File: src/design/lcd_vga_pkg.sv
// lcd vga package
// shared timing constants, lcd ram geometry and the pipeline structs
// for the panel mirror display: 800x600 at 60 Hz from a 40 MHz pixel clock
package lcd_vga_pkg;

    localparam int CNT_W = 11;                                   // column and line counters

    // horizontal timing, in pixel clocks
    localparam logic [CNT_W-1:0] H_VISIBLE    = 11'd800;
    localparam logic [CNT_W-1:0] H_SYNC_START = 11'd840;         // first column with hsync
    localparam logic [CNT_W-1:0] H_SYNC_END   = 11'd968;         // last column with hsync
    localparam logic [CNT_W-1:0] H_TOTAL      = 11'd1056;

    // vertical timing, in lines
    localparam logic [CNT_W-1:0] V_VISIBLE    = 11'd600;
    localparam logic [CNT_W-1:0] V_SYNC_START = 11'd600;
    localparam logic [CNT_W-1:0] V_SYNC_END   = 11'd603;
    localparam logic [CNT_W-1:0] V_TOTAL      = 11'd628;

    localparam int LCD_DEPTH = 128;                              // nibbles per bank
    localparam int LCD_AW    = 7;
    localparam int NIB_W     = 4;

    // lcd window at the top left of the picture
    localparam logic [CNT_W-1:0] LCD_LINES  = 11'd16;
    localparam logic [CNT_W-1:0] SLAVE1_END = 11'd192;           // first column past slave 1
    localparam logic [CNT_W-1:0] SLAVE2_END = 11'd384;
    localparam logic [CNT_W-1:0] MASTER_END = 11'd576;

    // bank field, write address bits 9:8
    localparam logic [1:0] BANK_NONE   = 2'd0;
    localparam logic [1:0] BANK_SLAVE1 = 2'd1;
    localparam logic [1:0] BANK_SLAVE2 = 2'd2;
    localparam logic [1:0] BANK_MASTER = 2'd3;

    typedef struct packed {
        logic [CNT_W-1:0] column;
        logic [CNT_W-1:0] line;
        logic             visible;
        logic             hsync;
        logic             vsync;
    } scan_pos_t;

    typedef struct packed {
        logic              we;                                   // single cycle strobe
        logic [1:0]        bank;
        logic [LCD_AW-1:0] index;
        logic [NIB_W-1:0]  data;
    } lcd_write_t;

    typedef struct packed {
        scan_pos_t        pos;
        logic [NIB_W-1:0] slave1;
        logic [NIB_W-1:0] slave2;
        logic [NIB_W-1:0] master;
    } fetch_out_t;

endpackage

File: src/design/scan_timing.sv
// scan timing, pipeline stage 1
// horizontal and vertical counters for the 800x600 frame
// the visible, hsync and vsync levels are registered together with the
// position they belong to
`timescale 1ns/100ps

module scan_timing (
    input  logic                   clk_in,
    input  logic                   reset_in,
    output lcd_vga_pkg::scan_pos_t pos_o
);

    lcd_vga_pkg::scan_pos_t pos_q;
    logic [lcd_vga_pkg::CNT_W-1:0] col_nxt;
    logic [lcd_vga_pkg::CNT_W-1:0] line_nxt;
    logic col_wrap;
    logic line_wrap;

    assign col_wrap  = (pos_q.column == lcd_vga_pkg::H_TOTAL - 11'd1);
    assign line_wrap = (pos_q.line == lcd_vga_pkg::V_TOTAL - 11'd1);

    always_comb
    begin
        col_nxt  = pos_q.column + 11'd1;
        line_nxt = pos_q.line;
        if (col_wrap)
        begin
            col_nxt = '0;
            if (line_wrap)
                line_nxt = '0;                                   // end of frame
            else
                line_nxt = pos_q.line + 11'd1;
        end
    end

    always_ff @(posedge clk_in)
    begin
        if (reset_in)
        begin
            pos_q.column  <= '0;
            pos_q.line    <= '0;
            pos_q.visible <= 1'b1;                               // (0,0) is on screen
            pos_q.hsync   <= 1'b0;
            pos_q.vsync   <= 1'b0;
        end
        else
        begin
            pos_q.column  <= col_nxt;
            pos_q.line    <= line_nxt;
            pos_q.visible <= (col_nxt < lcd_vga_pkg::H_VISIBLE) &&
                             (line_nxt < lcd_vga_pkg::V_VISIBLE);
            pos_q.hsync   <= (col_nxt >= lcd_vga_pkg::H_SYNC_START) &&
                             (col_nxt <= lcd_vga_pkg::H_SYNC_END);   // positive pulse
            pos_q.vsync   <= (line_nxt >= lcd_vga_pkg::V_SYNC_START) &&
                             (line_nxt <= lcd_vga_pkg::V_SYNC_END);
        end
    end

    assign pos_o = pos_q;

    // counters stay inside the frame
    a_scan_in_frame: assert property (
        @(posedge clk_in) disable iff (reset_in)
        (pos_q.column < lcd_vga_pkg::H_TOTAL) && (pos_q.line < lcd_vga_pkg::V_TOTAL)
    );

endmodule

File: src/design/lcd_bank.sv
// lcd bank
// one 128 nibble lcd controller ram image
// single write port and a registered read port so it maps to block ram
`timescale 1ns/100ps

module lcd_bank (
    input  logic                           clk_in,
    input  logic                           we_i,
    input  logic [lcd_vga_pkg::LCD_AW-1:0] waddr_i,
    input  logic [lcd_vga_pkg::NIB_W-1:0]  wdata_i,
    input  logic [lcd_vga_pkg::LCD_AW-1:0] raddr_i,
    output logic [lcd_vga_pkg::NIB_W-1:0]  rdata_o
);

    logic [lcd_vga_pkg::NIB_W-1:0] mem [0:lcd_vga_pkg::LCD_DEPTH-1];
    logic [lcd_vga_pkg::NIB_W-1:0] rdata_q;

    always_ff @(posedge clk_in)
    begin
        if (we_i)
            mem[waddr_i] <= wdata_i;
    end

    // read returns the old nibble on a same cycle write
    always_ff @(posedge clk_in)
    begin
        rdata_q <= mem[raddr_i];
    end

    assign rdata_o = rdata_q;

endmodule

File: src/design/pixel_fetch.sv
// pixel fetch, pipeline stage 2
// decodes nibble writes into the slave 1, slave 2 and master banks and
// reads the nibble under the scanned position from all three
// the position is delayed one clock to stay aligned with the read data
`timescale 1ns/100ps

module pixel_fetch (
    input  logic                    clk_in,
    input  logic                    reset_in,
    input  lcd_vga_pkg::lcd_write_t wr_i,
    input  lcd_vga_pkg::scan_pos_t  pos_i,
    output lcd_vga_pkg::fetch_out_t fetch_o
);

    logic [2:0] bank_we;                                         // master, slave2, slave1
    logic [lcd_vga_pkg::LCD_AW-1:0] rd_index;
    logic [lcd_vga_pkg::NIB_W-1:0] rd_slave1;
    logic [lcd_vga_pkg::NIB_W-1:0] rd_slave2;
    logic [lcd_vga_pkg::NIB_W-1:0] rd_master;
    lcd_vga_pkg::scan_pos_t pos_q;

    always_comb
    begin
        bank_we = 3'b000;
        if (wr_i.we)
        begin
            case (wr_i.bank)
                lcd_vga_pkg::BANK_NONE:   bank_we = 3'b000;      // ignored
                lcd_vga_pkg::BANK_SLAVE1: bank_we = 3'b001;
                lcd_vga_pkg::BANK_SLAVE2: bank_we = 3'b010;
                lcd_vga_pkg::BANK_MASTER: bank_we = 3'b100;
                default:                  bank_we = 3'b000;
            endcase
        end
    end

    // two nibble columns per byte, lines 8..15 use the odd entries
    assign rd_index = {pos_i.column[7:2], pos_i.line[3]};

    lcd_bank u_slave1 (
        .clk_in  (clk_in),
        .we_i    (bank_we[0]),
        .waddr_i (wr_i.index),
        .wdata_i (wr_i.data),
        .raddr_i (rd_index),
        .rdata_o (rd_slave1)
    );

    lcd_bank u_slave2 (
        .clk_in  (clk_in),
        .we_i    (bank_we[1]),
        .waddr_i (wr_i.index),
        .wdata_i (wr_i.data),
        .raddr_i (rd_index),
        .rdata_o (rd_slave2)
    );

    lcd_bank u_master (
        .clk_in  (clk_in),
        .we_i    (bank_we[2]),
        .waddr_i (wr_i.index),
        .wdata_i (wr_i.data),
        .raddr_i (rd_index),
        .rdata_o (rd_master)
    );

    always_ff @(posedge clk_in)
    begin
        if (reset_in)
            pos_q <= '0;                                         // blank while filling
        else
            pos_q <= pos_i;
    end

    always_comb
    begin
        fetch_o.pos    = pos_q;
        fetch_o.slave1 = rd_slave1;
        fetch_o.slave2 = rd_slave2;
        fetch_o.master = rd_master;
    end

endmodule

File: src/design/pixel_render.sv
// pixel render, pipeline stage 3
// picks the bank by column and the nibble bit by line inside the lcd
// window, draws a one pixel border elsewhere and blanks outside the
// visible area; sync and pixel leave this stage registered together
`timescale 1ns/100ps

module pixel_render (
    input  logic                    clk_in,
    input  logic                    reset_in,
    input  lcd_vga_pkg::fetch_out_t fetch_i,
    output logic                    hsync_o,
    output logic                    vsync_o,
    output logic                    white_o
);

    logic [lcd_vga_pkg::CNT_W-1:0] col;
    logic [lcd_vga_pkg::CNT_W-1:0] line;
    logic [lcd_vga_pkg::NIB_W-1:0] nib;
    logic in_window;
    logic on_border;
    logic white_nxt;

    assign col  = fetch_i.pos.column;
    assign line = fetch_i.pos.line;

    assign in_window = (line < lcd_vga_pkg::LCD_LINES) && (col < lcd_vga_pkg::MASTER_END);
    assign on_border = (col == '0) || (col == lcd_vga_pkg::H_VISIBLE - 11'd1) ||
                       (line == '0) || (line == lcd_vga_pkg::V_VISIBLE - 11'd1);

    always_comb
    begin
        if (col < lcd_vga_pkg::SLAVE1_END)
            nib = fetch_i.slave1;                                // leftmost columns
        else if (col < lcd_vga_pkg::SLAVE2_END)
            nib = fetch_i.slave2;
        else
            nib = fetch_i.master;
    end

    always_comb
    begin
        white_nxt = 1'b0;                                        // blanking is black
        if (fetch_i.pos.visible)
        begin
            if (in_window)
                white_nxt = nib[line[2:1]];                      // two lines per bit
            else
                white_nxt = on_border;
        end
    end

    always_ff @(posedge clk_in)
    begin
        if (reset_in)
        begin
            hsync_o <= 1'b0;
            vsync_o <= 1'b0;
            white_o <= 1'b0;
        end
        else
        begin
            hsync_o <= fetch_i.pos.hsync;
            vsync_o <= fetch_i.pos.vsync;
            white_o <= white_nxt;
        end
    end

    // no light outside the visible area
    a_white_visible: assert property (
        @(posedge clk_in) disable iff (reset_in)
        white_o |-> $past(fetch_i.pos.visible)
    );

endmodule

File: src/design/lcd_vga_top.sv
// lcd vga top
// mirrors the three lcd controller rams onto an 800x600 vga picture
// three stage pipeline: scan timing, lcd ram fetch, pixel render
// outputs for a position appear two clocks after the scan holds it
`timescale 1ns/100ps

module lcd_vga_top (
    input  logic                          clk_in,
    input  logic                          reset_in,
    input  logic [9:0]                    addr_i,
    input  logic                          we_i,
    input  logic [lcd_vga_pkg::NIB_W-1:0] data_i,
    output logic                          hsync_o,
    output logic                          vsync_o,
    output logic                          white_o
);

    lcd_vga_pkg::lcd_write_t wr;
    lcd_vga_pkg::scan_pos_t  scan_pos;
    lcd_vga_pkg::fetch_out_t fetch;

    // addr bit 7 is not decoded, the controller ram only has 128 nibbles
    always_comb
    begin
        wr.we    = we_i;
        wr.bank  = addr_i[9:8];
        wr.index = addr_i[6:0];
        wr.data  = data_i;
    end

    scan_timing u_scan (
        .clk_in   (clk_in),
        .reset_in (reset_in),
        .pos_o    (scan_pos)
    );

    pixel_fetch u_fetch (
        .clk_in   (clk_in),
        .reset_in (reset_in),
        .wr_i     (wr),
        .pos_i    (scan_pos),
        .fetch_o  (fetch)
    );

    pixel_render u_render (
        .clk_in   (clk_in),
        .reset_in (reset_in),
        .fetch_i  (fetch),
        .hsync_o  (hsync_o),
        .vsync_o  (vsync_o),
        .white_o  (white_o)
    );

endmodule

File: config.mk
export PLATFORM = sky130hd
export DESIGN_NAME = lcd_vga_top
export DESIGN_NICKNAME = d
export VERILOG_FILES = /design/src/design/lcd_vga_pkg.sv /design/src/design/scan_timing.sv /design/src/design/lcd_bank.sv /design/src/design/pixel_fetch.sv /design/src/design/pixel_render.sv /design/src/design/lcd_vga_top.sv
export SDC_FILE = /design/constraint.sdc
export NUM_CORES = 2
export LEC_CHECK = 0
export BUFFER_PORTS_ARGS = -buffer_cell sky130_fd_sc_hd__buf_2
export CAP_MARGIN = 30
export CORE_UTILIZATION = 42
export DETAILED_ROUTE_END_ITERATION = 7
export GPL_ROUTABILITY_DRIVEN = 0
export PLACE_DENSITY = 0.55
export SLEW_MARGIN = 10
export SYNTH_ARGS = -nofsm -noshare
export SYNTH_HDL_FRONTEND = slang
export SYNTH_SLANG_ARGS = --single-unit
File: constraint.sdc
create_clock -name clk_in -period 4.73 [get_ports clk_in]
set_clock_uncertainty 0.05 [all_clocks]
set_input_delay 0.2365 -clock clk_in [delete_from_list [all_inputs] [get_ports clk_in]]
set_output_delay 0.2365 -clock clk_in [all_outputs]
set_load 0.02 [all_outputs]
==> results_dict.tcl <==
set metrics [dict create \
    outcome "finished clean" \
    synth-edff-count 1536 \
    grt_antenna_before_repair 7 \
    max_capacitance_violation_count 0 \
    floorplan.initialDensity_pct 42.5 \
    cts_inserted_buffers 167 \
    critical_path.cell_chain "buf_12, buf_4, mux4_2, mux2i_1, o22ai_1, nor3_1, nor4_1" \
    launch_point_of_the_worst_reg_to_reg_path "u_scan.pos_o[6]" \
    die_y_um 389 \
    post-cts-setup-buffer-count 0 \
    count_of_instances_resized_after_the_clock_tree_is_built 0 \
    worst_skew_late_latency_ps 800 \
    design.core.area_um2 148000 \
    clkSlewWorstSetupHoldPaths_ps 60 \
    timing.critical_path.from_type "flop" \
    synthesis.instances 3225 \
    worst_slew_margin_rel_pct 35.2 \
    critical_path_class "flop to flop" \
    yosys.cell_types.count 56 \
    cts_tree "done" \
    finalHoldViolCount 0 \
    area_growth_syn_to_layout_pct 13.0 \
    met3RoutedLength_um 8440 \
    grt_first_pass_wirelength_um 222000 \
    achievable-frequency_ghz 0.281 \
    worst_pin_slew_ps 969 \
    cts-htree-levels 4 \
    report.final.setup_viol 0 \
    synth_fp_nets 3244 \
    antenna_cells_inserted 0 \
    critical_path.startpoint "u_scan.pos_o[6]" \
    irDropWorstVdd_v 0.000358 \
    overflow 0 \
    drt_pre_antenna_iters 6 \
    dr_total_vias 31000 \
    seq_cells_post_synth 1601 \
    setup_tns_ps 0 \
    required_ps 5310 \
    pwr_density_cell_nw_per_um2 413 \
    numClockSinks 1601 \
    setup_slack_ps 1170 \
    critPathArrivalTime_ps 4140 \
    vias_per_cell 5.79 \
    worstHoldStart "addr_i[8]" \
    synthArstFlopShare_pct 0 \
    syn_area_per_cell_um2 19.5 \
    first_global_vias 32600 \
    max_root_sink_buffers 3 \
    wl_per_cell_um 27.8 \
    timing.critical_path.slowest_cell_delay_ps 830 \
    instances_no_fill 5357 \
    buffer_ports.inserted 18 \
    crit_path_top_delay_cell "sky130_fd_sc_hd__dfxtp_4" \
    placement.setup.worst_slack_ps 1130 \
    cts-root-buf "sky130_fd_sc_hd__clkbuf_16" \
    postCtsHoldBufs 9 \
    synth_largest_type_area_fraction_pct 73.3 \
    dp_hpwl_um 91800 \
    synth.yosys.seq_area_share_pct 75.4 \
    design.final.nets 3315 \
    drt_wl_total_um 149000 \
    top_layer "met5" \
    met1_length_um 63800 \
    io_pins 20 \
    syn_area_um2 62900 \
    met2_length_um 74000 \
    drt_first_iter_violations 3228 \
    netlist_top_cells_area "sky130_fd_sc_hd__edfxtp_1 (73%), sky130_fd_sc_hd__mux4_2 (14%), sky130_fd_sc_hd__mux2i_1 (2.7%)" \
    p_total_mw 29.4 \
    post_route_cells_drive_above_1_share_pct 22.2 \
    detail-route-antenna-nets 0 \
    die_w_um 389 \
    dominantRegCellSynth "sky130_fd_sc_hd__edfxtp_1" \
    finalCritPeriodShare_pct 75.3 \
    grt_use_total_pct 20.0 \
    die_footprint_um2 151000 \
    residual_drc_count 0 \
    post-route-min-period_ps 3560 \
    placed_cells 5047 \
    synthesis.yosys.warnings 0 \
    timing.critical_path.fanout_max 42 \
    hold_class "input port to flop" \
    leakage_power_total_nw 20.9 \
    grt_setup_unrepaired "no" \
    floorplan.rows 141 \
    synth_top_area_cell "sky130_fd_sc_hd__edfxtp_1" \
    largest_net_degree_at_the_start_of_global_routing 153 \
    setup.worst_path.end_class "flop" \
    final_max_slew_viol_count 0 \
]
[registers in the layout (all words and copies together), names as in the netlist]
register,count
u_fetch.u_slave2.rdata_o,4
u_fetch.u_slave1.rdata_o,4
u_scan.pos_o,25
u_fetch.fetch_o,25
u_fetch.u_slave2.mem,512
u_render.white_o,1
u_fetch.u_master.rdata_o,4
u_render.hsync_o,1
u_fetch.u_slave1.mem,512
u_render.vsync_o,1
u_fetch.u_master.mem,512
[critical path: cells and delay by family (launching register included)]
family          cells  cell delay (ps)
simple gates        2              840
mux                 2              720
flops               1              830
compound gates      1              130
buf+inv             2              770
[routing by layer]
metal  up-vias  GRT usage, %
met3       217          3.57
li1      13200             -
met2       961          33.0
met1     16600          27.7
met5         -             0
met4        10          4.92
[power by group]
part           internal [mW]  switching, mW  leakage, nW
combinational          0.195          0.480         3.86
clock                   7.77           5.38         2.67
sequential              15.5         0.0218         14.3
total                   23.5           5.88         20.9
[cells in the mapped netlist, types with 2 or more instances]
cell,count
sky130_fd_sc_hd__a211oi_1,17
sky130_fd_sc_hd__a21boi_0,2
sky130_fd_sc_hd__a21o_1,2
sky130_fd_sc_hd__a21oi_1,8
sky130_fd_sc_hd__a22oi_1,48
sky130_fd_sc_hd__a311oi_1,2
sky130_fd_sc_hd__and2_1,8
sky130_fd_sc_hd__and3_1,6
sky130_fd_sc_hd__and4_1,2
sky130_fd_sc_hd__buf_1,27
sky130_fd_sc_hd__buf_2,43
sky130_fd_sc_hd__buf_6,2
sky130_fd_sc_hd__clkbuf_1,140
sky130_fd_sc_hd__dfxtp_1,65
sky130_fd_sc_hd__edfxtp_1,1536
sky130_fd_sc_hd__ha_1,2
sky130_fd_sc_hd__inv_1,5
sky130_fd_sc_hd__mux2_2,2
sky130_fd_sc_hd__mux2i_1,168
sky130_fd_sc_hd__mux4_2,387
sky130_fd_sc_hd__nand2_1,57
sky130_fd_sc_hd__nand2b_1,3
sky130_fd_sc_hd__nand3_1,43
sky130_fd_sc_hd__nand3b_1,3
sky130_fd_sc_hd__nand4_1,8
sky130_fd_sc_hd__nor2_1,421
sky130_fd_sc_hd__nor2b_1,45
sky130_fd_sc_hd__nor3_1,33
sky130_fd_sc_hd__nor3b_1,3
sky130_fd_sc_hd__nor4_1,20
sky130_fd_sc_hd__o2111a_1,2
sky130_fd_sc_hd__o211ai_1,4
sky130_fd_sc_hd__o21ai_0,27
sky130_fd_sc_hd__o22ai_1,40
sky130_fd_sc_hd__o31a_1,2
sky130_fd_sc_hd__o31ai_1,3
sky130_fd_sc_hd__or2_2,4
sky130_fd_sc_hd__or3_1,4
sky130_fd_sc_hd__or3b_2,3
sky130_fd_sc_hd__or4_1,2
sky130_fd_sc_hd__xnor2_1,7
sky130_fd_sc_hd__xor2_1,5
[through the flow]
stage	cell area [µm²]	hold WS, ps	util (%)
6_report	71100	142	48.0
5_1_grt	71100	136	48.0
4_1_cts	71100	79.1	48.0
3_5_place_dp	65500	394	44.2
3_3_place_gp	65500	393	44.2
2_1_floorplan	62900	285	-
[cells in the final DEF (no fill, tap or decap), types with 4 or more instances in the layout]
cell                            instances
sky130_fd_sc_hd__clkinvlp_4            10
sky130_fd_sc_hd__a21oi_1                8
sky130_fd_sc_hd__inv_1                  5
sky130_fd_sc_hd__or2_2                  4
sky130_fd_sc_hd__bufinv_16             19
sky130_fd_sc_hd__nand4_1                8
sky130_fd_sc_hd__nand2_1               49
sky130_fd_sc_hd__clkinv_2              20
sky130_fd_sc_hd__o21ai_0               27
sky130_fd_sc_hd__inv_6                  4
sky130_fd_sc_hd__clkbuf_8               4
sky130_fd_sc_hd__xnor2_1                7
sky130_fd_sc_hd__clkbuf_16            173
sky130_fd_sc_hd__nand2_2                8
sky130_fd_sc_hd__o211ai_1               4
sky130_fd_sc_hd__and3_1                 6
sky130_fd_sc_hd__nor2_1               420
sky130_fd_sc_hd__edfxtp_1            1536
sky130_fd_sc_hd__dfxtp_1               61
sky130_fd_sc_hd__clkinv_4               5
sky130_fd_sc_hd__a22oi_1               48
sky130_fd_sc_hd__mux2i_1              168
sky130_fd_sc_hd__nor3_1                33
sky130_fd_sc_hd__nand3_1               41
sky130_fd_sc_hd__buf_12                14
sky130_fd_sc_hd__and2_1                 8
sky130_fd_sc_hd__clkbuf_1              24
sky130_fd_sc_hd__a211oi_1              16
sky130_fd_sc_hd__or3_1                  4
sky130_fd_sc_hd__nor2b_1               43
sky130_fd_sc_hd__buf_2                 15
sky130_fd_sc_hd__xor2_1                 5
sky130_fd_sc_hd__buf_4                 68
sky130_fd_sc_hd__clkinv_1              37
sky130_fd_sc_hd__o22ai_1               40
sky130_fd_sc_hd__mux4_2               387
sky130_fd_sc_hd__dlygate4sd3_1          9
sky130_fd_sc_hd__buf_8                  8
sky130_fd_sc_hd__dfxtp_4                4
sky130_fd_sc_hd__nor4_1                20
[final cells by class]
class	instances	area (µm²)
fillers	12100	77100
repair buffers	115	1090
clock inverters	99	1040
well taps	1930	2410
inverters	5	18.8
clock buffers	201	4470
flip-flops and latches	1601	47400
multi-input cells	1406	14700
[kinds of logic after synthesis]
| group | count (synthesis) | share of synthesized area, % |
|---|---|---|
| xor gates and xnor gates | 12 | 0.167 |
| AOI/OAI and AO/OA | 163 | 1.76 |
| adders and majority gates | 2 | 0.0398 |
| and+or+nand+nor | 672 | 4.70 |
| DFF | 1601 | 75.4 |
| muxes | 557 | 16.6 |
| buffers and inverters | 218 | 1.42 |
[final timing paths]
kind,endpoint,slack [ps],cells after the start
hold / removal,u_fetch.u_slave2.mem[126][1],140,3
setup / recovery,u_fetch.u_master.rdata_o[3],1170,7
hold reg to reg,u_fetch.fetch_o[13],390,1
setup reg to reg,u_fetch.u_master.rdata_o[3],1170,7
No activity file was read; power rests on OpenSTA's default activity.
